`src/can_defs.svh`:
```
`ifndef CAN_DEFS_SVH
`define CAN_DEFS_SVH

// Data and address widths of the host register port
`define CAN_DATA_W 8
`define CAN_ADDR_W 8

// Transmit buffer size and index width
`define CAN_TXBUF_DEPTH 13
`define CAN_TXBUF_AW 4

// Register addresses shared by both maps
`define CAN_ADDR_MODE 8'd0
`define CAN_ADDR_BTR0 8'd6
`define CAN_ADDR_BTR1 8'd7
`define CAN_ADDR_CLKDIV 8'd31

// Acceptance bytes, basic map (one byte each)
`define CAN_ADDR_ACC_CODE_B 8'd4
`define CAN_ADDR_ACC_MASK_B 8'd5

// Acceptance bytes, extended map (first of four bytes each)
`define CAN_ADDR_ACC_CODE_X 8'd16
`define CAN_ADDR_ACC_MASK_X 8'd20

// Read window bounds per map
`define CAN_WIN_X_LO 8'd16
`define CAN_WIN_X_HI 8'd28
`define CAN_WIN_B_LO 8'd20
`define CAN_WIN_B_HI 8'd29

// Mode register comes up in reset mode
`define CAN_MODE_RST_VAL 8'h01

`endif

```
`src/can_pkg.sv`:
```
`include "can_defs.svh"

package can_pkg;

  ////////////////////////////////////////////////////////////////////////////
  // Enumerations
  ////////////////////////////////////////////////////////////////////////////

  // Register selected by an address decode
  typedef enum logic [2:0] {
    REG_NONE,
    REG_MODE,
    REG_BTR0,
    REG_BTR1,
    REG_CLKDIV,
    REG_ACC_CODE,
    REG_ACC_MASK
  } can_reg_e;

  // Bit-timing segment states
  typedef enum logic [1:0] {
    SEG_SYNC,
    SEG_TSEG1,
    SEG_TSEG2
  } can_seg_e;

  ////////////////////////////////////////////////////////////////////////////
  // Structs
  ////////////////////////////////////////////////////////////////////////////

  // Bus timing 0 in the upper byte, bus timing 1 in the lower byte
  typedef struct packed {
    logic [1:0] sjw;  // kept in the register, no resync logic behind it
    logic [5:0] brp;
    logic       sam;  // kept in the register, single sampling only
    logic [2:0] ts2;
    logic [3:0] ts1;
  } can_timing_t;

  // Operating mode bits
  typedef struct packed {
    logic reset_mode;
    logic extended_mode;
  } can_mode_t;

  // Result of one address decode
  typedef struct packed {
    can_reg_e                   reg_sel;
    logic [1:0]                 byte_idx;
    logic                       win_hit;
    logic [`CAN_TXBUF_AW-1:0]   win_idx;
  } can_sel_t;

endpackage

```
`src/can_addr_decode.sv`:
```
`timescale 1ns/1ps
`include "can_defs.svh"

module can_addr_decode (
  input  can_pkg::can_mode_t          mode_i,
  input  logic [`CAN_ADDR_W-1:0]      addr_read_i,
  input  logic [`CAN_ADDR_W-1:0]      addr_write_i,
  output can_pkg::can_sel_t           rd_sel_o,
  output can_pkg::can_sel_t           wr_sel_o
);

  import can_pkg::*;

  // One address through the basic or extended map
  function automatic can_sel_t decode_addr(input logic [`CAN_ADDR_W-1:0] addr,
                                           input can_mode_t              mode);
    can_sel_t sel;
    logic     x_win;
    logic     b_win;
    sel         = '0;
    sel.reg_sel = REG_NONE;
    // Extended window only outside reset mode
    x_win = mode.extended_mode && !mode.reset_mode &&
            (addr >= `CAN_WIN_X_LO) && (addr <= `CAN_WIN_X_HI);
    b_win = !mode.extended_mode &&
            (addr >= `CAN_WIN_B_LO) && (addr <= `CAN_WIN_B_HI);
    sel.win_hit = x_win || b_win;
    if (x_win)
      sel.win_idx = `CAN_TXBUF_AW'(addr - `CAN_WIN_X_LO);
    else if (b_win)
      sel.win_idx = `CAN_TXBUF_AW'(addr - `CAN_WIN_B_LO);
    // Registers present in both maps
    case (addr)
      `CAN_ADDR_MODE:   sel.reg_sel = REG_MODE;
      `CAN_ADDR_BTR0:   sel.reg_sel = REG_BTR0;
      `CAN_ADDR_BTR1:   sel.reg_sel = REG_BTR1;
      `CAN_ADDR_CLKDIV: sel.reg_sel = REG_CLKDIV;
      default:          sel.reg_sel = REG_NONE;
    endcase
    if (!mode.extended_mode)
    begin
      // Basic map has a single acceptance byte pair
      if (addr == `CAN_ADDR_ACC_CODE_B)
        sel.reg_sel = REG_ACC_CODE;
      else if (addr == `CAN_ADDR_ACC_MASK_B)
        sel.reg_sel = REG_ACC_MASK;
    end
    else if (!x_win)
    begin
      // Four code bytes then four mask bytes, hidden while the window is open
      if ((addr >= `CAN_ADDR_ACC_CODE_X) && (addr < `CAN_ADDR_ACC_MASK_X))
        sel.reg_sel = REG_ACC_CODE;
      else if ((addr >= `CAN_ADDR_ACC_MASK_X) && (addr < `CAN_ADDR_ACC_MASK_X + 8'd4))
        sel.reg_sel = REG_ACC_MASK;
      // Both groups start on a multiple of four
      sel.byte_idx = addr[1:0];
    end
    return sel;
  endfunction

  // Read and write addresses decode independently
  assign rd_sel_o = decode_addr(addr_read_i, mode_i);
  assign wr_sel_o = decode_addr(addr_write_i, mode_i);

endmodule

```
`src/can_bit_timing.sv`:
```
`timescale 1ns/1ps

module can_bit_timing (
  input  logic                 clk_i,
  input  logic                 rst,
  input  logic                 rx_i,
  input  can_pkg::can_timing_t timing_i,
  input  logic                 reset_mode_i,
  output logic                 sample_point_o,
  output logic                 sampled_bit_o
);

  import can_pkg::*;

  logic       rx_meta_q;
  logic       rx_sync_q;
  logic [6:0] clk_cnt_q;
  logic       tq_end;
  can_seg_e   seg_q;
  logic [3:0] tq_cnt_q;
  logic       seg1_last;
  logic       seg2_last;
  logic       sample_q;
  logic       bit_q;

  ////////////////////////////////////////////////////////////////////////////
  // Receive line synchronizer
  ////////////////////////////////////////////////////////////////////////////

  // Idle bus is recessive
  always_ff @(posedge clk_i or posedge rst)
  begin
    if (rst)
    begin
      rx_meta_q <= 1'b1;
      rx_sync_q <= 1'b1;
    end
    else
    begin
      rx_meta_q <= rx_i;
      rx_sync_q <= rx_meta_q;
    end
  end

  ////////////////////////////////////////////////////////////////////////////
  // Quantum prescaler and segment FSM
  ////////////////////////////////////////////////////////////////////////////

  // Quantum is 2*(brp+1) clocks, last count is 2*brp+1
  assign tq_end = (clk_cnt_q == {timing_i.brp, 1'b1});

  // Segment ends on its last quantum
  assign seg1_last = (seg_q == SEG_TSEG1) && tq_end && (tq_cnt_q == timing_i.ts1);
  assign seg2_last = (seg_q == SEG_TSEG2) && tq_end && (tq_cnt_q == {1'b0, timing_i.ts2});

  always_ff @(posedge clk_i or posedge rst)
  begin
    if (rst)
    begin
      clk_cnt_q <= '0;
      tq_cnt_q  <= '0;
      seg_q     <= SEG_SYNC;
    end
    else if (reset_mode_i)
    begin
      // Held at the start of a bit
      clk_cnt_q <= '0;
      tq_cnt_q  <= '0;
      seg_q     <= SEG_SYNC;
    end
    else
    begin
      clk_cnt_q <= tq_end ? 7'd0 : clk_cnt_q + 7'd1;
      if (tq_end)
      begin
        case (seg_q)
          SEG_SYNC:
          begin
            seg_q    <= SEG_TSEG1;
            tq_cnt_q <= '0;
          end
          SEG_TSEG1:
            if (seg1_last)
            begin
              seg_q    <= SEG_TSEG2;
              tq_cnt_q <= '0;
            end
            else
              tq_cnt_q <= tq_cnt_q + 4'd1;
          SEG_TSEG2:
            if (seg2_last)
            begin
              seg_q    <= SEG_SYNC;
              tq_cnt_q <= '0;
            end
            else
              tq_cnt_q <= tq_cnt_q + 4'd1;
          default:
          begin
            seg_q    <= SEG_SYNC;
            tq_cnt_q <= '0;
          end
        endcase
      end
    end
  end

  ////////////////////////////////////////////////////////////////////////////
  // Sample point
  ////////////////////////////////////////////////////////////////////////////

  // Pulse and captured bit appear together, one clock after TSEG1 ends
  always_ff @(posedge clk_i or posedge rst)
  begin
    if (rst)
    begin
      sample_q <= 1'b0;
      bit_q    <= 1'b1;
    end
    else
    begin
      sample_q <= seg1_last && !reset_mode_i;
      if (seg1_last && !reset_mode_i)
        bit_q <= rx_sync_q;
    end
  end

  assign sample_point_o = sample_q;
  assign sampled_bit_o  = bit_q;

endmodule

```
`src/can_host_top.sv`:
```
`timescale 1ns/1ps
`include "can_defs.svh"

module can_host_top (
  input  logic                        clk_i,
  input  logic                        rst,
  // Register port
  input  logic                        reg_we_i,
  input  logic                        reg_re_i,
  input  logic [`CAN_ADDR_W-1:0]      reg_addr_write_i,
  input  logic [`CAN_ADDR_W-1:0]      reg_addr_read_i,
  input  logic [`CAN_DATA_W-1:0]      reg_data_i,
  output logic [`CAN_DATA_W-1:0]      reg_data_o,
  // Transmit buffer port
  input  logic                        tx_we_i,
  input  logic [`CAN_TXBUF_AW-1:0]    tx_addr_i,
  input  logic [`CAN_DATA_W-1:0]      tx_data_i,
  // Receive line and bit timing
  input  logic                        rx_i,
  output logic                        sample_point_o,
  output logic                        sampled_bit_o
);

  import can_pkg::*;

  can_mode_t              mode;
  can_timing_t            timing;
  can_sel_t               wr_sel;
  can_sel_t               rd_sel;
  logic [`CAN_DATA_W-1:0] reg_byte;
  logic [`CAN_DATA_W-1:0] win_byte;

  ////////////////////////////////////////////////////////////////////////////
  // Decode
  ////////////////////////////////////////////////////////////////////////////

  can_addr_decode addr_decode_i (
    .mode_i       (mode),
    .addr_read_i  (reg_addr_read_i),
    .addr_write_i (reg_addr_write_i),
    .rd_sel_o     (rd_sel),
    .wr_sel_o     (wr_sel)
  );

  ////////////////////////////////////////////////////////////////////////////
  // Execute
  ////////////////////////////////////////////////////////////////////////////

  can_regs regs_i (
    .clk_i    (clk_i),
    .rst      (rst),
    .we_i     (reg_we_i),
    .wr_sel_i (wr_sel),
    .rd_sel_i (rd_sel),
    .data_i   (reg_data_i),
    .data_o   (reg_byte),
    .mode_o   (mode),
    .timing_o (timing)
  );

  // Window reads the transmit buffer
  can_tx_buffer tx_buffer_i (
    .clk_i        (clk_i),
    .rst          (rst),
    .we_i         (tx_we_i),
    .addr_i       (tx_addr_i),
    .data_i       (tx_data_i),
    .reset_mode_i (mode.reset_mode),
    .rd_idx_i     (rd_sel.win_idx),
    .rd_data_o    (win_byte)
  );

  can_bit_timing bit_timing_i (
    .clk_i          (clk_i),
    .rst            (rst),
    .rx_i           (rx_i),
    .timing_i       (timing),
    .reset_mode_i   (mode.reset_mode),
    .sample_point_o (sample_point_o),
    .sampled_bit_o  (sampled_bit_o)
  );

  ////////////////////////////////////////////////////////////////////////////
  // Result
  ////////////////////////////////////////////////////////////////////////////

  can_read_mux read_mux_i (
    .clk_i      (clk_i),
    .rst        (rst),
    .re_i       (reg_re_i),
    .win_hit_i  (rd_sel.win_hit),
    .reg_data_i (reg_byte),
    .win_data_i (win_byte),
    .data_o     (reg_data_o)
  );

endmodule

```
`src/can_read_mux.sv`:
```
`timescale 1ns/1ps
`include "can_defs.svh"

module can_read_mux (
  input  logic                        clk_i,
  input  logic                        rst,
  input  logic                        re_i,
  input  logic                        win_hit_i,
  input  logic [`CAN_DATA_W-1:0]      reg_data_i,
  input  logic [`CAN_DATA_W-1:0]      win_data_i,
  output logic [`CAN_DATA_W-1:0]      data_o
);

  logic [`CAN_DATA_W-1:0] data_q;

  // Capture on the read strobe, hold otherwise
  always_ff @(posedge clk_i or posedge rst)
  begin
    if (rst)
    begin
      data_q <= '0;
    end
    else if (re_i)
    begin
      // Window takes priority over the register file
      if (win_hit_i)
        data_q <= win_data_i;
      else
        data_q <= reg_data_i;
    end
  end

  assign data_o = data_q;

endmodule

```
`src/can_regs.sv`:
```
`timescale 1ns/1ps
`include "can_defs.svh"

module can_regs (
  input  logic                        clk_i,
  input  logic                        rst,
  input  logic                        we_i,
  input  can_pkg::can_sel_t           wr_sel_i,
  input  can_pkg::can_sel_t           rd_sel_i,
  input  logic [`CAN_DATA_W-1:0]      data_i,
  output logic [`CAN_DATA_W-1:0]      data_o,
  output can_pkg::can_mode_t          mode_o,
  output can_pkg::can_timing_t        timing_o
);

  import can_pkg::*;

  localparam logic [`CAN_DATA_W-1:0] MODE_RST = `CAN_MODE_RST_VAL;

  can_mode_t                     mode_q;
  can_timing_t                   timing_q;
  logic [3:0][`CAN_DATA_W-1:0]   acc_code_q;
  logic [3:0][`CAN_DATA_W-1:0]   acc_mask_q;

  ////////////////////////////////////////////////////////////////////////////
  // Register writes
  ////////////////////////////////////////////////////////////////////////////

  always_ff @(posedge clk_i or posedge rst)
  begin
    if (rst)
    begin
      mode_q.reset_mode    <= MODE_RST[0];
      mode_q.extended_mode <= 1'b0;
      timing_q             <= '0;
      acc_code_q           <= '0;
      acc_mask_q           <= '0;
    end
    else if (we_i)
    begin
      case (wr_sel_i.reg_sel)
        // Mode and clock divider always writable
        REG_MODE:   mode_q.reset_mode    <= data_i[0];
        REG_CLKDIV: mode_q.extended_mode <= data_i[7];
        // Timing and acceptance only while in reset mode
        REG_BTR0:
          if (mode_q.reset_mode)
          begin
            timing_q.sjw <= data_i[7:6];
            timing_q.brp <= data_i[5:0];
          end
        REG_BTR1:
          if (mode_q.reset_mode)
          begin
            timing_q.sam <= data_i[7];
            timing_q.ts2 <= data_i[6:4];
            timing_q.ts1 <= data_i[3:0];
          end
        REG_ACC_CODE:
          if (mode_q.reset_mode)
            acc_code_q[wr_sel_i.byte_idx] <= data_i;
        REG_ACC_MASK:
          if (mode_q.reset_mode)
            acc_mask_q[wr_sel_i.byte_idx] <= data_i;
        default: ;
      endcase
    end
  end

  ////////////////////////////////////////////////////////////////////////////
  // Register readback
  ////////////////////////////////////////////////////////////////////////////

  always_comb
  begin
    case (rd_sel_i.reg_sel)
      REG_MODE:     data_o = {7'd0, mode_q.reset_mode};
      REG_BTR0:     data_o = {timing_q.sjw, timing_q.brp};
      REG_BTR1:     data_o = {timing_q.sam, timing_q.ts2, timing_q.ts1};
      REG_CLKDIV:   data_o = {mode_q.extended_mode, 7'd0};
      REG_ACC_CODE: data_o = acc_code_q[rd_sel_i.byte_idx];
      REG_ACC_MASK: data_o = acc_mask_q[rd_sel_i.byte_idx];
      // Unmapped addresses read zero
      default:      data_o = '0;
    endcase
  end

  assign mode_o   = mode_q;
  assign timing_o = timing_q;

endmodule

```
`src/can_tx_buffer.sv`:
```
`timescale 1ns/1ps
`include "can_defs.svh"

module can_tx_buffer (
  input  logic                        clk_i,
  input  logic                        rst,
  input  logic                        we_i,
  input  logic [`CAN_TXBUF_AW-1:0]    addr_i,
  input  logic [`CAN_DATA_W-1:0]      data_i,
  input  logic                        reset_mode_i,
  input  logic [`CAN_TXBUF_AW-1:0]    rd_idx_i,
  output logic [`CAN_DATA_W-1:0]      rd_data_o
);

  logic [`CAN_DATA_W-1:0] buf_q [`CAN_TXBUF_DEPTH];
  logic                   wr_ok;

  // Buffer is locked in reset mode, indices past the end are dropped
  assign wr_ok = we_i && !reset_mode_i && (addr_i < `CAN_TXBUF_AW'(`CAN_TXBUF_DEPTH));

  always_ff @(posedge clk_i or posedge rst)
  begin
    if (rst)
    begin
      for (int i = 0; i < `CAN_TXBUF_DEPTH; i++)
        buf_q[i] <= '0;
    end
    else if (wr_ok)
    begin
      buf_q[addr_i] <= data_i;
    end
  end

  // Indexed readback for the read window
  always_comb
  begin
    if (rd_idx_i < `CAN_TXBUF_AW'(`CAN_TXBUF_DEPTH))
      rd_data_o = buf_q[rd_idx_i];
    else
      rd_data_o = '0;
  end

endmodule

```
`config.mk`:
```
export PLATFORM = sky130hd
export DESIGN_NAME = can_host_top
export DESIGN_NICKNAME = d
export VERILOG_FILES = /design/src/can_pkg.sv /design/src/can_addr_decode.sv /design/src/can_bit_timing.sv /design/src/can_host_top.sv /design/src/can_read_mux.sv /design/src/can_regs.sv /design/src/can_tx_buffer.sv
export VERILOG_INCLUDE_DIRS = /design/src /design/src/src
export SDC_FILE = /design/constraint.sdc
export NUM_CORES = 1
export LEC_CHECK = 0
export BUFFER_PORTS_ARGS = -buffer_cell sky130_fd_sc_hd__buf_2
export CAP_MARGIN = 20
export CELL_PAD_IN_SITES_DETAIL_PLACEMENT = 1
export CELL_PAD_IN_SITES_GLOBAL_PLACEMENT = 1
export CORE_ASPECT_RATIO = 1.2
export CORE_UTILIZATION = 40
export DETAILED_ROUTE_END_ITERATION = 7
export GPL_ROUTABILITY_DRIVEN = 0
export PLACE_DENSITY_LB_ADDON = 0.1
export RECOVER_POWER = 100
export REMOVE_ABC_BUFFERS = 1
export SYNTH_ARGS = -nofsm -noshare
export SYNTH_HDL_FRONTEND = slang
export SYNTH_SLANG_ARGS = --single-unit
export TNS_END_PERCENT = 1
```
`constraint.sdc`:
```
create_clock -name clk_i -period 15.3 [get_ports clk_i]
set_input_delay 4.59 -clock clk_i [delete_from_list [all_inputs] [get_ports clk_i]]
set_output_delay 4.59 -clock clk_i [all_outputs]
set_load 0.02 [all_outputs]
```
-- After elaboration in Yosys (flattened, before gate mapping)
Cells that the tools add are included.
- $add $sub $neg: 4
- magnitude comparators: 19
- eq/ne operators: 29
- muxes and demuxes: 47
- bitwise operators: 2
- reductions and logical operators: 34
- operators with widths (operator ; count):
    104-bit bitwise mux ; 1
    32-bit bitwise mux ; 2
    8-bit by 3-bit == test with 1-bit output (second input constant) ; 8
    8-bit 2-to-1 mux ; 8
    8-bit case mux with 6 select lines ; 1
    8-bit binary-select mux with 2-bit select ; 2
    8-bit binary-select mux with 4-bit select ; 1
    8-bit demux with 4-bit select ; 1
    8-bit by 5-bit greater-or-equal comparator with 1-bit output (second input constant) ; 4
    8-bit by 5-bit < comparator with 1-bit output (second input constant) ; 4
    3-bit 2-to-1 mux ; 10
    8-bit by 5-bit <= comparator with 1-bit output (second input constant) ; 3
    4-bit 2-to-1 mux ; 6
    3-bit case mux with 4 select lines ; 2
    1-bit logical AND ; 20
    3-bit == test (second input constant) ; 6
    8-bit demux with 2-bit select ; 1
    8-bit by 5-bit == test with 1-bit output (second input constant) ; 2
    8-bit logical NOT ; 2
    3-bit AND reduction ; 5
    7-bit 2-to-1 mux ; 2
    3-bit by 2-bit == test with 1-bit output (second input constant) ; 4
    2-bit 2-to-1 mux ; 6
    5-bit greater-or-equal comparator (second input constant) ; 2
    other kinds (24) ; 32
- flip-flop bits (word level): 211
- bits of input ports: 42
- output and inout bits: 10

-- Longest topological paths before layout
Gate-level depths: netlist of the first run.
- word-level depth: 11
- depth in mapped cells: 11

-- Modules after synthesis
Synthesis of the first run repeated with hierarchy kept, for this count alone.
- cell total of the unflattened synthesis: 799
- area, all modules: 10742.8 um^2
- by module, submodules not included (module ; instances ; cells each ; area each (um^2) ; sequential area each (um^2)):
    can_tx_buffer ; 1 ; 311 ; 4853.4 ; 2602.5
    can_regs ; 1 ; 259 ; 3829.9 ; 2053.2
    can_bit_timing ; 1 ; 96 ; 1049.8 ; 429.2
    can_addr_decode ; 1 ; 97 ; 621.8 ; 0.0
    can_read_mux ; 1 ; 36 ; 387.9 ; 200.2

-- Worst setup path before layout of the first run
OpenSTA, ideal clock, no wires.
- path type: input -> register
- start point: input reg_addr_write_i[5]
- end point: register regs_i.acc_code_q[16] (netlist name)
- setup time: 0.125 ns
- data arrival time: 6.784 ns
- data required time: 15.175 ns
- setup slack: 8.391 ns
- stages: 7
- path buffers: 0
- cells stage by stage: or4b_4 or3_1 a21boi_0 o21ai_2 nand4_4 nor4b_4 mux2_2
- longest elaborated chain between the ends: 10
- elaborated cells on any way between the ends: 31
- those cells by class: 7 x order compare; 6 x eq/ne; 11 x mux; 7 x reduce/logical
- RTL lines (item ; line ; text):
    from (decl) ; can_host_top.sv:10 ; input logic [`CAN_ADDR_W-1:0] reg_addr_write_i,
    8-bit by 5-bit greater-or-equal comparator with 1-bit output (no line) ; n/a ;
    1-bit logical AND (2 in a row) ; can_addr_decode.sv:23 ; x_win = mode.extended_mode && !mode.reset_mode &&
    5-bit 2-to-1 mux ; can_addr_decode.sv:48 ; else if (!x_win)
    2-bit 2-to-1 mux ; can_addr_decode.sv:40 ; if (!mode.extended_mode)
    2-bit by 3-bit < comparator with 1-bit output (not written as such) / 2-bit by 1-bit greater-or-equal comparator with 1-bit output (equally long branches) ; can_regs.sv:61 ; acc_code_q[wr_sel_i.byte_idx] <= data_i;
    1-bit logical AND (not written as such) ; can_regs.sv:61 ;
    8-bit 2-to-1 mux (not written as such) ; can_regs.sv:61 ;
    8-bit demux with 2-bit select ; n/a ;
    32-bit bitwise mux ; can_regs.sv:61 ;
    to (signal, indexed assignment) ; can_regs.sv:61 ;
    to (decl) ; can_regs.sv:22 ; logic [3:0][`CAN_DATA_W-1:0] acc_code_q;
Parallel ways exist; a longest one is shown, timed or not.
A chain may end at the register's enable or synchronous reset.

-- Final worst setup path of the first run
- start point: input reg_addr_read_i[1]
- end point: register read_mux_i.data_q[2], in the netlist read_mux_i.data_o[2]
- longest elaborated chain between the ends: 11
- elaborated cells on any way between the ends: 49
- those cells by class: 2 x add/sub; 7 x order compare; 11 x eq/ne; 20 x mux; 1 x bitwise; 8 x reduce/logical
- RTL lines (item ; line ; text):
    from (decl) ; can_host_top.sv:11 ; input logic [`CAN_ADDR_W-1:0] reg_addr_read_i,
    8-bit by 5-bit greater-or-equal comparator with 1-bit output (no line) ; n/a ;
    1-bit logical AND (2 in a row) ; can_addr_decode.sv:25 ; b_win = !mode.extended_mode &&
    4-bit 2-to-1 mux ; can_addr_decode.sv:30 ; else if (b_win)
    4-bit 2-to-1 mux ; can_addr_decode.sv:28 ; if (x_win)
    4-bit inverter with 5-bit output (not written as such) ; can_tx_buffer.sv:38 ; rd_data_o = buf_q[rd_idx_i];
    8-bit binary-select mux with 4-bit select ; can_tx_buffer.sv:38 ;
    8-bit 2-to-1 mux (not written as such) (2 in a row) ; can_tx_buffer.sv:38 ;
    8-bit 2-to-1 mux ; can_tx_buffer.sv:37 ; if (rd_idx_i < `CAN_TXBUF_AW'(`CAN_TXBUF_DEPTH))
    8-bit 2-to-1 mux * ; can_read_mux.sv:26 ; if (win_hit_i)
    to (signal assigned) ; can_read_mux.sv:27 ; data_q <= win_data_i;
    to (signal assigned) ; can_read_mux.sv:29 ; data_q <= reg_data_i;
    to (decl) ; can_read_mux.sv:14 ; logic [`CAN_DATA_W-1:0] data_q;
Mark *: on every way between the ends. The rest lies on a longest branch, timed or not. The select of a mux whose other input is x is not followed.

==> metrics.md, run 1 <==
| Metric | Value |
|---|---|
| Io pins | 52 |
| Cell count after synthesis | 866 |
| Final count of negative-setup-slack endpoints | 0 |
| Worst Setup End Kind | flop |
| Initial core utilization | 0.411 |
| CP delay by family, top | buffers and inverters |
| Critical-path cell list | buf_2 > clkbuf_1 > o21ai_0 > nand4_1 > o31ai_4 > clkbuf_1 > and3_1 > a221oi_1 > a31oi_1 |
| Fillers | about 2.7k |
| CP Depth | 9 |
| Simple-gate portion of the synthesized area | 0.0963 |
| Fmax | approximately 0.10 GHz |
| First-pass DRT Iterations | 4 |
| Post-synth EDFFs | 0 |
| Clk buf depth | 3 |
| Synth Area in Compound Gates | 0.0792 |
| Clock tree root driver cell | clkbuf_16 |
| Rel. slew slack | -2.97 |
| Yosys warns | 0 |
| Design Area, Final | 11,900 µm² |
| Worst Hold Class | reg -> reg |
| Later-pin clock latency in the skew report | 530 ps |
| Critical Path Most Common Cell | clkbuf_1 |
| Initial antenna violation count | 0 |
| Worst r2r src | regs_i.mode_o[1]$_DFFE_PP1P_ |
| Clock Sink Count | between 200 and 250 |
| Number of diodes | 0 |
| CP endpoint | read_mux_i.data_o[2]$_DFFE_PP0P_ |
| Drt drc | 0 |
| Slew of the pin with the lowest slew margin | just under 6000 ps |
| Syn-to-layout area delta | 12.1% |
| Clock period minus worst slack | just under 10,000 ps |
| Max cap viols | 5 |
| Slew Limit Fails | between 200 and 250 |
| RSZ-0062 raised after global routing | false |
| Layout cells sized above 1 | 0.320 |
| Yosys cell types | 70 |
| Synth Cell Area | 10,600 µm² |
| Synth Area in Adders | 0.0118 |
| DRT iter0 DRCs | 310 |
| Post-CTS sizing | 0 |
| Largest net degree at the start of global routing | 130 |
| Mux contribution to synthesized area | 0.275 |
| Clk pin slew, worst setup/hold paths | ~60 ps |
| Final Hold Viols | 0 |
| Area of placed instances | roughly 11,000 µm² |
| Max rail drop VDD | just over 0.09 mV |
| Die Footprint | between 20,000 and 30,000 µm² |
| Num CTS Buffers | 24 |
| Buf/Inv on CP | 3 |
| Drt wl/cell | between 20 and 25 µm |
| Post-Synth XOR/XNOR Area | 0.0157 |
| CTS H-tree depth | 1 |
| Worst r2r dst | regs_i.acc_code_q[20]$_DFFE_PP0P_ |
| LEAKAGE | about 5.3 nW |
| Top routing layer used | met4 |
| Largest family of logic cells by synthesized area | multiplexers |
| Worst Reg-to-Reg Cells | 7 |
| CP Data Required Time | 15,670 ps |
| Met3 routed WL | 760 µm |
| CP Class | in -> reg |
| Crit share post-route | 0.634 |
| Status | finished with violations |
| Crit path launch | reg_addr_read_i[1] |
| Flops & latches, synth | roughly 210 |
| Met2 wire length | 14,800 µm |
| CTS tree | done |
| Met1 WL | approximately 12,000 µm |
| Grt total ovfl | 0 |
| Die X | about 150 µm |
| Sequential element share of the synthesized area | 0.500 |
| CP max stage cell | clkbuf_1 |
| Final HPWL DP | 20,100 µm |
| Max FO, Critical Path | 55 |
| PortBufs | 51 |
| Pwr dens | roughly 130 nW/µm² |
| Worst EP arrival | 10,070 ps |
| Fin Setup TNS | 0 ps |
| Synth async-reset ratio | 1.00 |
| Crit start category | input port |
| Via density | 5.69 |
| Critical Path Max Stage Delay | 2180 ps |
| First-pass GRT wire length | approximately 46,000 µm |
| Vias | slightly above 7k |
| Total track usage | 0.219 |
| # rows | 64 |
| Vias in the first global route | about 7.9k |
| Core area | 25,700 µm² |
| Reg2reg setup slack | ~11,000 ps |
| Post-cts hold buffer count | 0 |
| Synth Area per Inst | roughly 12 µm² |
| Nets | about 950 |
| DRT antenna net count | 0 |
| Routed wire length | around 28,000 µm |
| Top FF cell, synth | dfrtp_1 |
| Clk_skew | roughly 14 ps |
| Post-CTS Repair Setup Buffers | 0 |
| Failing checks | capacitance limit, slew limit |
| Die H | around 180 µm |
| Total power | roughly 1.5 mW |
-- power by group --
part	total (mW)	switching, mW	internal (mW)
Sequential	0.689	0.0518	0.637
Clock	0.576	0.238	0.338
Combinational	0.231	0.121	0.110
Total	1.50	0.411	1.09
-- sequential cells by signal, indices dropped and copies added (netlist names) --
| signal | flops |
|---|---|
| bit_timing_i.sample_point_o | 1 |
| bit_timing_i.seg_q | 2 |
| regs_i.acc_code_q | 32 |
| regs_i.acc_mask_q | 32 |
| bit_timing_i.tq_cnt_q | 4 |
| regs_i.timing_o | 16 |
| tx_buffer_i.buf_q | 104 |
| read_mux_i.data_o | 8 |
| bit_timing_i.rx_sync_q | 1 |
| bit_timing_i.clk_cnt_q | 7 |
| regs_i.mode_o | 2 |
| bit_timing_i.sampled_bit_o | 1 |
| bit_timing_i.rx_meta_q | 1 |
-- kinds of logic (layout without fill, tap and decap cells) --
group,count (synthesis),after routing
buffers and inverters,60,114
multiplexers,259,259
adder cells (fa/ha/maj),10,10
AO/OA/AOI/OAI,119,119
AND/OR/NAND/NOR,188,188
XOR/XNOR,19,19
flip-flops,211,211
-- cell usage in the layout (no fill, tap or decap), types with 4 or more instances in the layout --
cell type  count
xor2_1        12
and2_1         5
nor3_1        11
o22ai_1       11
nor2_1        47
dfrtp_1      207
clkbuf_8       6
mux2_2       195
o211ai_1       6
mux4_2         5
or3_1          8
a221oi_1       5
ha_1          10
o31ai_1        4
a22oi_1        4
clkbuf_16     24
nand2b_1       9
nand3_1       22
nand2_1       42
mux2i_1       55
o21ai_0       10
nor4b_1        4
nor2b_1       13
a31oi_1        6
buf_2         38
inv_1         10
clkbuf_1      25
a211oi_1      12
and3_1         5
a21oi_1       26
xnor2_1        7
mux2_1         4
nand4_1        4
-- routing by layer --
metal,GRT usage,up-vias
li1,-,3255
met1,0.285,3718
met2,0.387,113
met3,0.0220,26
met4,0.0501,0
met5,0,-
-- area by class of cell --
cell class	count	area (µm²)	share of cell area
sequential	211	5290	0.446
tap	330	413	0.0348
multi-input combinational	595	5020	0.424
clock inverter	6	72.6	0.00612
inverter	11	42.5	0.00359
clock buffer	38	713	0.0602
timing repair buffer	59	304	0.0257
-- how the worst min path moves through the flow --
stage / end / from / cells past startpoint
2_1_floorplan: bit_timing_i.rx_sync_q$_DFF_PP1_ / bit_timing_i.rx_meta_q$_DFF_PP1_ / 0
3_3_place_gp: bit_timing_i.rx_sync_q$_DFF_PP1_ / bit_timing_i.rx_meta_q$_DFF_PP1_ / 0
3_5_place_dp: bit_timing_i.rx_sync_q$_DFF_PP1_ / bit_timing_i.rx_meta_q$_DFF_PP1_ / 0
4_1_cts: bit_timing_i.rx_sync_q$_DFF_PP1_ / bit_timing_i.rx_meta_q$_DFF_PP1_ / 0
5_1_grt: bit_timing_i.rx_sync_q$_DFF_PP1_ / bit_timing_i.rx_meta_q$_DFF_PP1_ / 0
6_report: bit_timing_i.rx_sync_q$_DFF_PP1_ / bit_timing_i.rx_meta_q$_DFF_PP1_ / 0
-- cells in the mapped netlist, drive strengths merged (12+ instances only) --
library cell / instances / area [µm²]
nand3: 22 / 110
clkbuf: 30 / 113
xor2: 12 / 105
nand2: 42 / 158
nor2: 47 / 179
mux2i: 55 / 551
mux2: 199 / 2240
dfrtp: 207 / 5180
a21oi: 26 / 130
buf: 19 / 83.8
a211oi: 12 / 90.1
nor2b: 13 / 81.3
-- metrics by stage --
stage | std cells | hold WS, ps | worst slack (ps) | utilization
after floorplan | 817 | 345 | 4950 | -
after global placement | 1204 | 346 | 7880 | 0.432
after detailed placement | 1204 | 347 | 7730 | 0.432
after CTS | 1248 | 356 | 8230 | 0.463
after global routing | 1250 | 364 | 5140 | 0.461
final | 1250 | 355 | 5600 | 0.461
No activity file was read; power rests on OpenSTA's default activity.
==> run 2, diff against run 1 <==
clock period = 10.09 ns   (was 15.3 ns; I/O delays follow)
==> run 2 against run 1 <==
Effect of this change: the run still ends with capacitance limit, slew limit left; core utilization grew 0.29 points; register-to-register slack lost 5200 ps; global-route usage grew 0.16 points; critical path depth grew 2; critical path type unchanged; largest cell class unchanged; highest routed layer unchanged.
==> metrics.md, run 2 (synthesis gave the netlist of run 1 again) <==
| Metric | Value |
|---|---|
| Worst EP arrival | 7010 ps (-3060 ps) |
| Fmax | 0.152 GHz |
| Nets | 954 (unchanged) |
| Number of diodes | 0 (unchanged) |
| Sequential share of power | 0.449 (-0.012) |
| Buf/Inv on CP | 3 (unchanged) |
| Slew Limit Fails | 38 (-83%) |
| Pwr dens | 195 nW/µm² (+55%) |
| PortBufs | 51 (unchanged) |
| Largest net degree at the start of global routing | 130 (unchanged) |
| CTS H-tree depth | 1 (unchanged) |
| Final count of negative-setup-slack endpoints | 0 (unchanged) |
| Initial core utilization | 0.411 (unchanged) |
| Fin Setup TNS | 0 ps (unchanged) |
| First-pass GRT wire length | 46,100 µm (+0.77%) |
| Routed wire length | 28,600 µm (+0.48%) |
| CP max stage cell | clkbuf_1 |
| Comb pwr share | 0.151 (-0.003) |
| Final core occ | 0.464 (+0.00292) |
| Worst Reg-to-Reg Cells | 7 (unchanged) |
| Max cap viols | 2 (-3) |
| Largest regs | tx_buffer_i.buf_q (104), regs_i.acc_code_q (32), regs_i.acc_mask_q (32) |
| LEAKAGE | 5.30 nW (+0.62%) |
| Clock tree root driver cell | clkbuf_16 |
| CP Data Required Time | 10,520 ps (-5150 ps) |
| Critical-path cell list | clkbuf_1 > inv_1 > ha_1 > nor4b_1 > nor2_1 > o31ai_4 > clkbuf_1 > mux2i_1 > mux2i_1 > nor3_1 > o32ai_1 |
| Final HPWL DP | 20,200 µm (+0.40%) |
| Critical Path Max Stage Delay | 1450 ps (-730 ps) |
| Max FO, Critical Path | 28 (-49%) |
| Worst Hold Class | reg -> reg |
| DRT iter0 DRCs | 305 (-1.6%) |
| Via density | 5.67 (-0.38%) |
| Clock period minus worst slack | ~6600 ps |
| Clock Sink Count | 211 (unchanged) |
| Clk pin slew, worst setup/hold paths | 60 ps (about the same) |
| Clock power share | 0.400 (+0.015) |
| Grt total ovfl | 0 (unchanged) |
| Total power | 2.33 mW (+55%) |
| CP delay by family, top | buffers and inverters |
| Final Hold Viols | 0 (unchanged) |
| Clk buf depth | 3 (unchanged) |
| CP Depth | 11 (+2) |
| First-pass DRT Iterations | 4 (unchanged) |
| Slew of the pin with the lowest slew margin | 2010 ps (-3910 ps) |
| Post-cts hold buffer count | 0 (unchanged) |
| Initial antenna violation count | 0 (unchanged) |
| Crit start category | input port |
| Io pins | 52 (unchanged) |
| Drt drc | 0 (unchanged) |
| Total track usage | 0.220 (+0.00160) |
| Post-CTS sizing | 0 (unchanged) |
| Pre-CTS setup slack | 4170 ps (-3560 ps) |
| Hold path cells | 0 (unchanged) |
| CP Class | in -> reg |
| Rel. slew slack | -0.338 (+2.63) |
| Largest Register | tx_buffer_i.buf_q |
| Status | finished with violations |
| Crit share post-route | 0.653 |
| Failing checks | capacitance limit, slew limit |
| Num CTS Buffers | 24 (unchanged) |
| Core area | 25,700 µm² (unchanged) |
| Worst Setup End Kind | flop |
| Drt wl/cell | 22.9 µm (+0.48%) |
| P_sw | 0.619 mW (+51%) |
| Switching Fraction | 0.266 (-0.00842) |
| Multi-input gate area | 5020 µm² (unchanged) |
| Max rail drop VDD | 0.145 mV (+57%) |
| Vias in the first global route | 7,951 (+1.1%) |
| Die Footprint | 27,100 µm² (unchanged) |
| Max FFs per register | 104 (unchanged) |
| Later-pin clock latency in the skew report | 530 ps (about the same) |
| Setup ws final | 3510 ps (-2100 ps) |
| RSZ-0062 raised after global routing | false |
| Clk_skew | 26.6 ps (+12.4 ps) |
| # rows | 64 (unchanged) |
| Most frequent cells in the layout | 207 x dfrtp_1, 196 x mux2_2, 55 x mux2i_1 |
| Syn-to-layout area delta | 12.8% |
| DRT antenna net count | 0 (unchanged) |
| Fillers | 2,674 (-0.56%) |
| Vias | 7,085 (-0.38%) |
| Most common cell after layout, fill and taps aside | dfrtp_1 |
| Post-CTS Repair Setup Buffers | 0 (unchanged) |
| Die X | 150 µm (unchanged) |
| Die H | 180 µm (unchanged) |
| Sequential Area | 5290 µm² (unchanged) |
| CTS tree | done |
| Layout cells sized above 1 | 0.323 (+0.00326) |
| Internal power | 1.71 mW (+57%) |
## run 2: final timing paths
path	endpoint	from	slack, ps
max	read_mux_i.data_o[6]$_DFFE_PP0P_	reg_addr_read_i[3]	3510
min	bit_timing_i.rx_sync_q$_DFF_PP1_	bit_timing_i.rx_meta_q$_DFF_PP1_	350
max reg2reg	regs_i.acc_code_q[21]$_DFFE_PP0P_	regs_i.mode_o[1]$_DFFE_PP1P_	5610
min reg2reg	bit_timing_i.rx_sync_q$_DFF_PP1_	bit_timing_i.rx_meta_q$_DFF_PP1_	350
max in group asynchronous	bit_timing_i.sampled_bit_o$_DFFE_PP1P_	rst	5560
min in group asynchronous	tx_buffer_i.buf_q[19]$_DFFE_PP0P_	rst	2700
## run 2: worst reg2reg max path: cells and delay by family, from the launching register on
family             cells  cell delay (ps)
AOI/OAI and AO/OA      2              570
DFF                    1             1220
muxes                  1              450
and+or+nand+nor        4             2150
## run 2: cell type report
| type | count | share of cell area |
|---|---|---|
| sequential | 211 | 0.443 |
| clock inverter | 6 | 0.00997 |
| clock buffer | 38 | 0.0615 |
| tap | 330 | 0.0346 |
| timing repair buffer | 59 | 0.0257 |
| inverter | 11 | 0.00409 |
| multi-input combinational | 595 | 0.421 |
## run 2: metal layers
layer	vias to the layer above	routed length, µm	global-route usage
met1	3680	12100	0.280
met3	36	968	0.0268
met2	107	15000	0.392
li1	3262	-	-
met5	-	0	0
met4	0	539	0.0545
## run 2: metrics by stage
step | area (µm²) | hold slack, ps | instances
floorplan | 10400 | 345 | 817
global placement | 11100 | 346 | 1204
detailed placement | 11100 | 348 | 1204
CTS | 12000 | 356 | 1248
global route | 11900 | 359 | 1250
finish | 11900 | 354 | 1250
## run 2: power groups by stage
stage,logic (mW),registers [mW],clock network [mW]
finish,0.351,1.05,0.929
global route,0.390,1.06,0.988
CTS,0.360,1.05,0.951
detailed placement,0.357,1.06,0
global placement,0.339,1.05,0
floorplan,0.246,1.04,0
==> run 3, diff against run 2 <==
ABC_AREA = 1   (was not set)
clock period = 5.5 ns   (was 10.09 ns; I/O delays follow)
==> run 3 against run 2 <==
Effect of this change: the run ends with DRC, capacitance limit, slew limit left; worst setup slack worse by 2400 ps; cell area up 0.87%; sequential share of layout area down 0.38 points; via count up 34%; routed wire length up 17%; die area up 2.3%; clock power up 74%; area after synthesis up 2.4%; clock skew down 19 ps.
==> metrics.md, run 3 <==
| Metric | Value |
|---|---|
| Sequential element share of the synthesized area | 0.488 (-0.0116) |
| Failing checks | DRC, capacitance limit, slew limit |
| RSZ-0062 raised after global routing | false |
| Synth top cells by count | 419 x nand2_1, 207 x dfrtp_1, 159 x o21ai_0 |
| Crit share post-route | 0.802 |
| Final Hold Viols | 0 (unchanged) |
| Post-CTS Repair Setup Buffers | 0 (unchanged) |
| First-pass GRT wire length | 55,200 µm (+20%) |
| Slew of the pin with the lowest slew margin | 2980 ps (+974 ps) |
| Layout cells sized above 1 | 0.0764 (-0.246) |
| LEAKAGE | 5.99 nW (+13%) |
| Critical-path cell list | buf_2 > inv_4 > nand2_1 > nand2_1 > clkinv_1 > nand2_1 > nand2_1 > nand2_1 > nand2_1 > nand2_2 > nand2_1 > clkbuf_2 > nand2_1 > nand3_1 > nand3_1 > nand3_1 > nand3_1 > nand2_1 > nand2_1 |
| Cell count after synthesis | 1,419 (+64%) |
| DRT antenna net count | 0 (unchanged) |
| CP delay by family, top | simple AND/OR/NAND/NOR gates |
| CP max stage cell | clkbuf_2 |
| Synth Area per Inst | 7.63 µm² (-38%) |
| Synth async-reset ratio | 1.00 (unchanged) |
| Initial core utilization | 0.410 (-0.00185) |
| CP Data Required Time | 5910 ps (-4610 ps) |
| DRT iter0 DRCs | 526 (+72%) |
| Max rail drop VDD | 0.174 mV (+20%) |
| Post-CTS sizing | 0 (unchanged) |
| Post-cts hold buffer count | 0 (unchanged) |
| Area of placed instances | 11,300 µm² (+1.6%) |
| Clock Sink Count | 211 (unchanged) |
| Pwr dens | 349 nW/µm² (+79%) |
| Rel. slew slack | -0.987 (-0.650) |
| Core area | 26,400 µm² (+2.8%) |
| Io pins | 52 (unchanged) |
| Clock tree root driver cell | clkbuf_16 |
| Design Area, Final | 12,000 µm² (+0.87%) |
| CTS tree | done |
| Post-synth top area cell | dfrtp_1 |
| Die Footprint | 27,700 µm² (+2.3%) |
| PortBufs | 51 (unchanged) |
| CTS H-tree depth | 1 (unchanged) |
| Most frequent cells in the layout | 420 x nand2_1, 207 x dfrtp_1, 194 x o21ai_0 |
| Critical Path Max Stage Delay | 810 ps (-640 ps) |
| Largest net degree at the start of global routing | 133 (+2.3%) |
| Drt wl/cell | 18.7 µm (-18%) |
| Num CTS Buffers | 24 (unchanged) |
| Most common cell after layout, fill and taps aside | nand2_1 |
| Synth top area cells | dfrtp_1 48%, nand2_1 15%, o21ai_0 7.4%, nand3_1 6.5%, inv_1 5.3% |
| Flops & latches, synth | 211 (unchanged) |
| Slew Limit Fails | 132 (+250%) |
| Yosys cell types | 43 (-39%) |
| Worst Setup End Kind | flop |
| CP Class | in -> reg |
| Final HPWL DP | 22,800 µm (+13%) |
| Via density | 5.29 (-6.6%) |
| First-pass DRT Iterations | 7 (+3) |
| Top FF cell, synth | dfrtp_1 |
| Worst Hold Class | reg -> reg |
| Die H | 182 µm (+1.2%) |
| Syn-to-layout area delta | 11.1% |
| Grt total ovfl | 0 (unchanged) |
| Clk buf depth | 3 (unchanged) |
| Largest regs | tx_buffer_i.buf_q (104), regs_i.acc_code_q (32), regs_i.acc_mask_q (32) |
| Vias | 9,463 (+34%) |
| Buf/Inv on CP | 4 (+1) |
| Critical Path Most Common Cell | nand2_1 |
| Nets | 1,491 (+56%) |
| Die X | 152 µm (+1.2%) |
| Most numerous cell in the Yosys netlist | nand2_1 |
| Post-synth EDFFs | 0 (unchanged) |
| Total track usage | 0.253 (+0.0324) |
| Yosys warns | 0 (unchanged) |
| Clock period minus worst slack | 4410 ps |
| Top-area cell type share of the netlist area | 0.479 (-0.0113) |
| Worst Hold Slack | 365 ps (+10.9 ps) |
| Later-pin clock latency in the skew report | 520 ps (about the same) |
| # rows | 65 (+1.6%) |
| Worst EP arrival | 4820 ps (-2190 ps) |
| Crit start category | input port |
| Max FFs per register | 104 (unchanged) |
| Synth Cell Area | 10,800 µm² (+2.4%) |
| Drt drc | 1 (+1) |
| Max cap viols | 1 (-1) |
| Number of diodes | 0 (unchanged) |
| Fmax | around 0.23 GHz |
| Fillers | 3,281 (+23%) |
| Clk pin slew, worst setup/hold paths | 60 ps (about the same) |
| Vias in the first global route | 10.1k (+27%) |
| Final count of negative-setup-slack endpoints | 0 (unchanged) |
| Initial antenna violation count | 0 (unchanged) |
| Clk_skew | 7.26 ps (-19.4 ps) |
| Largest Register | tx_buffer_i.buf_q |
| Status | finished with violations |
| Routed wire length | 33,500 µm (+17%) |
| Max FO, Critical Path | 49 (+75%) |
run 3: routing by layer:
layer  wire length, µm  up-vias  global-route usage
li1                  -     4624                   -
met3               901       71              0.0235
met2             17400      147               0.464
met5                 0        -                   0
met4              1110        0              0.0943
met1             14100     4621               0.307
run 3: path summary, 6_finish.rpt:
| kind | from | endpoint | slack [ps] | depth (start not counted) |
|---|---|---|---|---|
| min in group asynchronous | rst | tx_buffer_i.buf_q[63]$_DFFE_PP0P_ | 2080 | 2 |
| setup reg to reg | regs_i.mode_o[0]$_DFFE_PP0P_ | read_mux_i.data_o[2]$_DFFE_PP0P_ | 2010 | 13 |
| hold / removal | bit_timing_i.rx_meta_q$_DFF_PP1_ | bit_timing_i.rx_sync_q$_DFF_PP1_ | 370 | 0 |
| hold reg to reg | bit_timing_i.rx_meta_q$_DFF_PP1_ | bit_timing_i.rx_sync_q$_DFF_PP1_ | 370 | 0 |
| setup / recovery | reg_addr_read_i[0] | read_mux_i.data_o[7]$_DFFE_PP0P_ | 1090 | 19 |
| max in group asynchronous | rst | tx_buffer_i.buf_q[99]$_DFFE_PP0P_ | 1400 | 3 |
run 3: cell families (layout without fill, tap and decap cells):
group	Yosys count	in the layout	share of synthesized area
flops	211	211	0.488
buf+inv	234	268	0.0861
fa+ha+maj	10	10	0.0116
xor+xnor	11	11	0.00890
simple gates	696	696	0.276
mux	1	1	0.00104
compound gates	256	256	0.128
run 3: through the flow:
step,utilization,cells,TNS (ps),power (mW),setup WS [ps]
after floorplan,-,1352,-396380,2.38,-1910
after global placement,0.427,1748,0,2.59,1120
after detailed placement,0.427,1748,0,2.62,1030
after CTS,0.457,1788,0,4.26,1550
after global routing,0.455,1788,0,4.45,758
final,0.455,1788,0,4.20,1090
run 3: report_power, final:
part | internal, mW | switching (mW) | leakage (nW) | total (mW)
combinational | 0.247 | 0.445 | 2.83 | 0.692
sequential | 1.76 | 0.138 | 2.78 | 1.90
clock | 0.971 | 0.645 | 0.384 | 1.62
total | 2.98 | 1.23 | 5.99 | 4.20
run 3: area by class of cell:
| class | count | area [µm²] | share of cell area |
|---|---|---|---|
| inverters | 167 | 633 | 0.0526 |
| clock inverters | 5 | 75.1 | 0.00624 |
| clock buffers | 35 | 703 | 0.0585 |
| repair buffers | 61 | 319 | 0.0265 |
| multi-input cells | 974 | 4600 | 0.382 |
| flip-flops and latches | 211 | 5290 | 0.439 |
| well taps | 335 | 419 | 0.0348 |
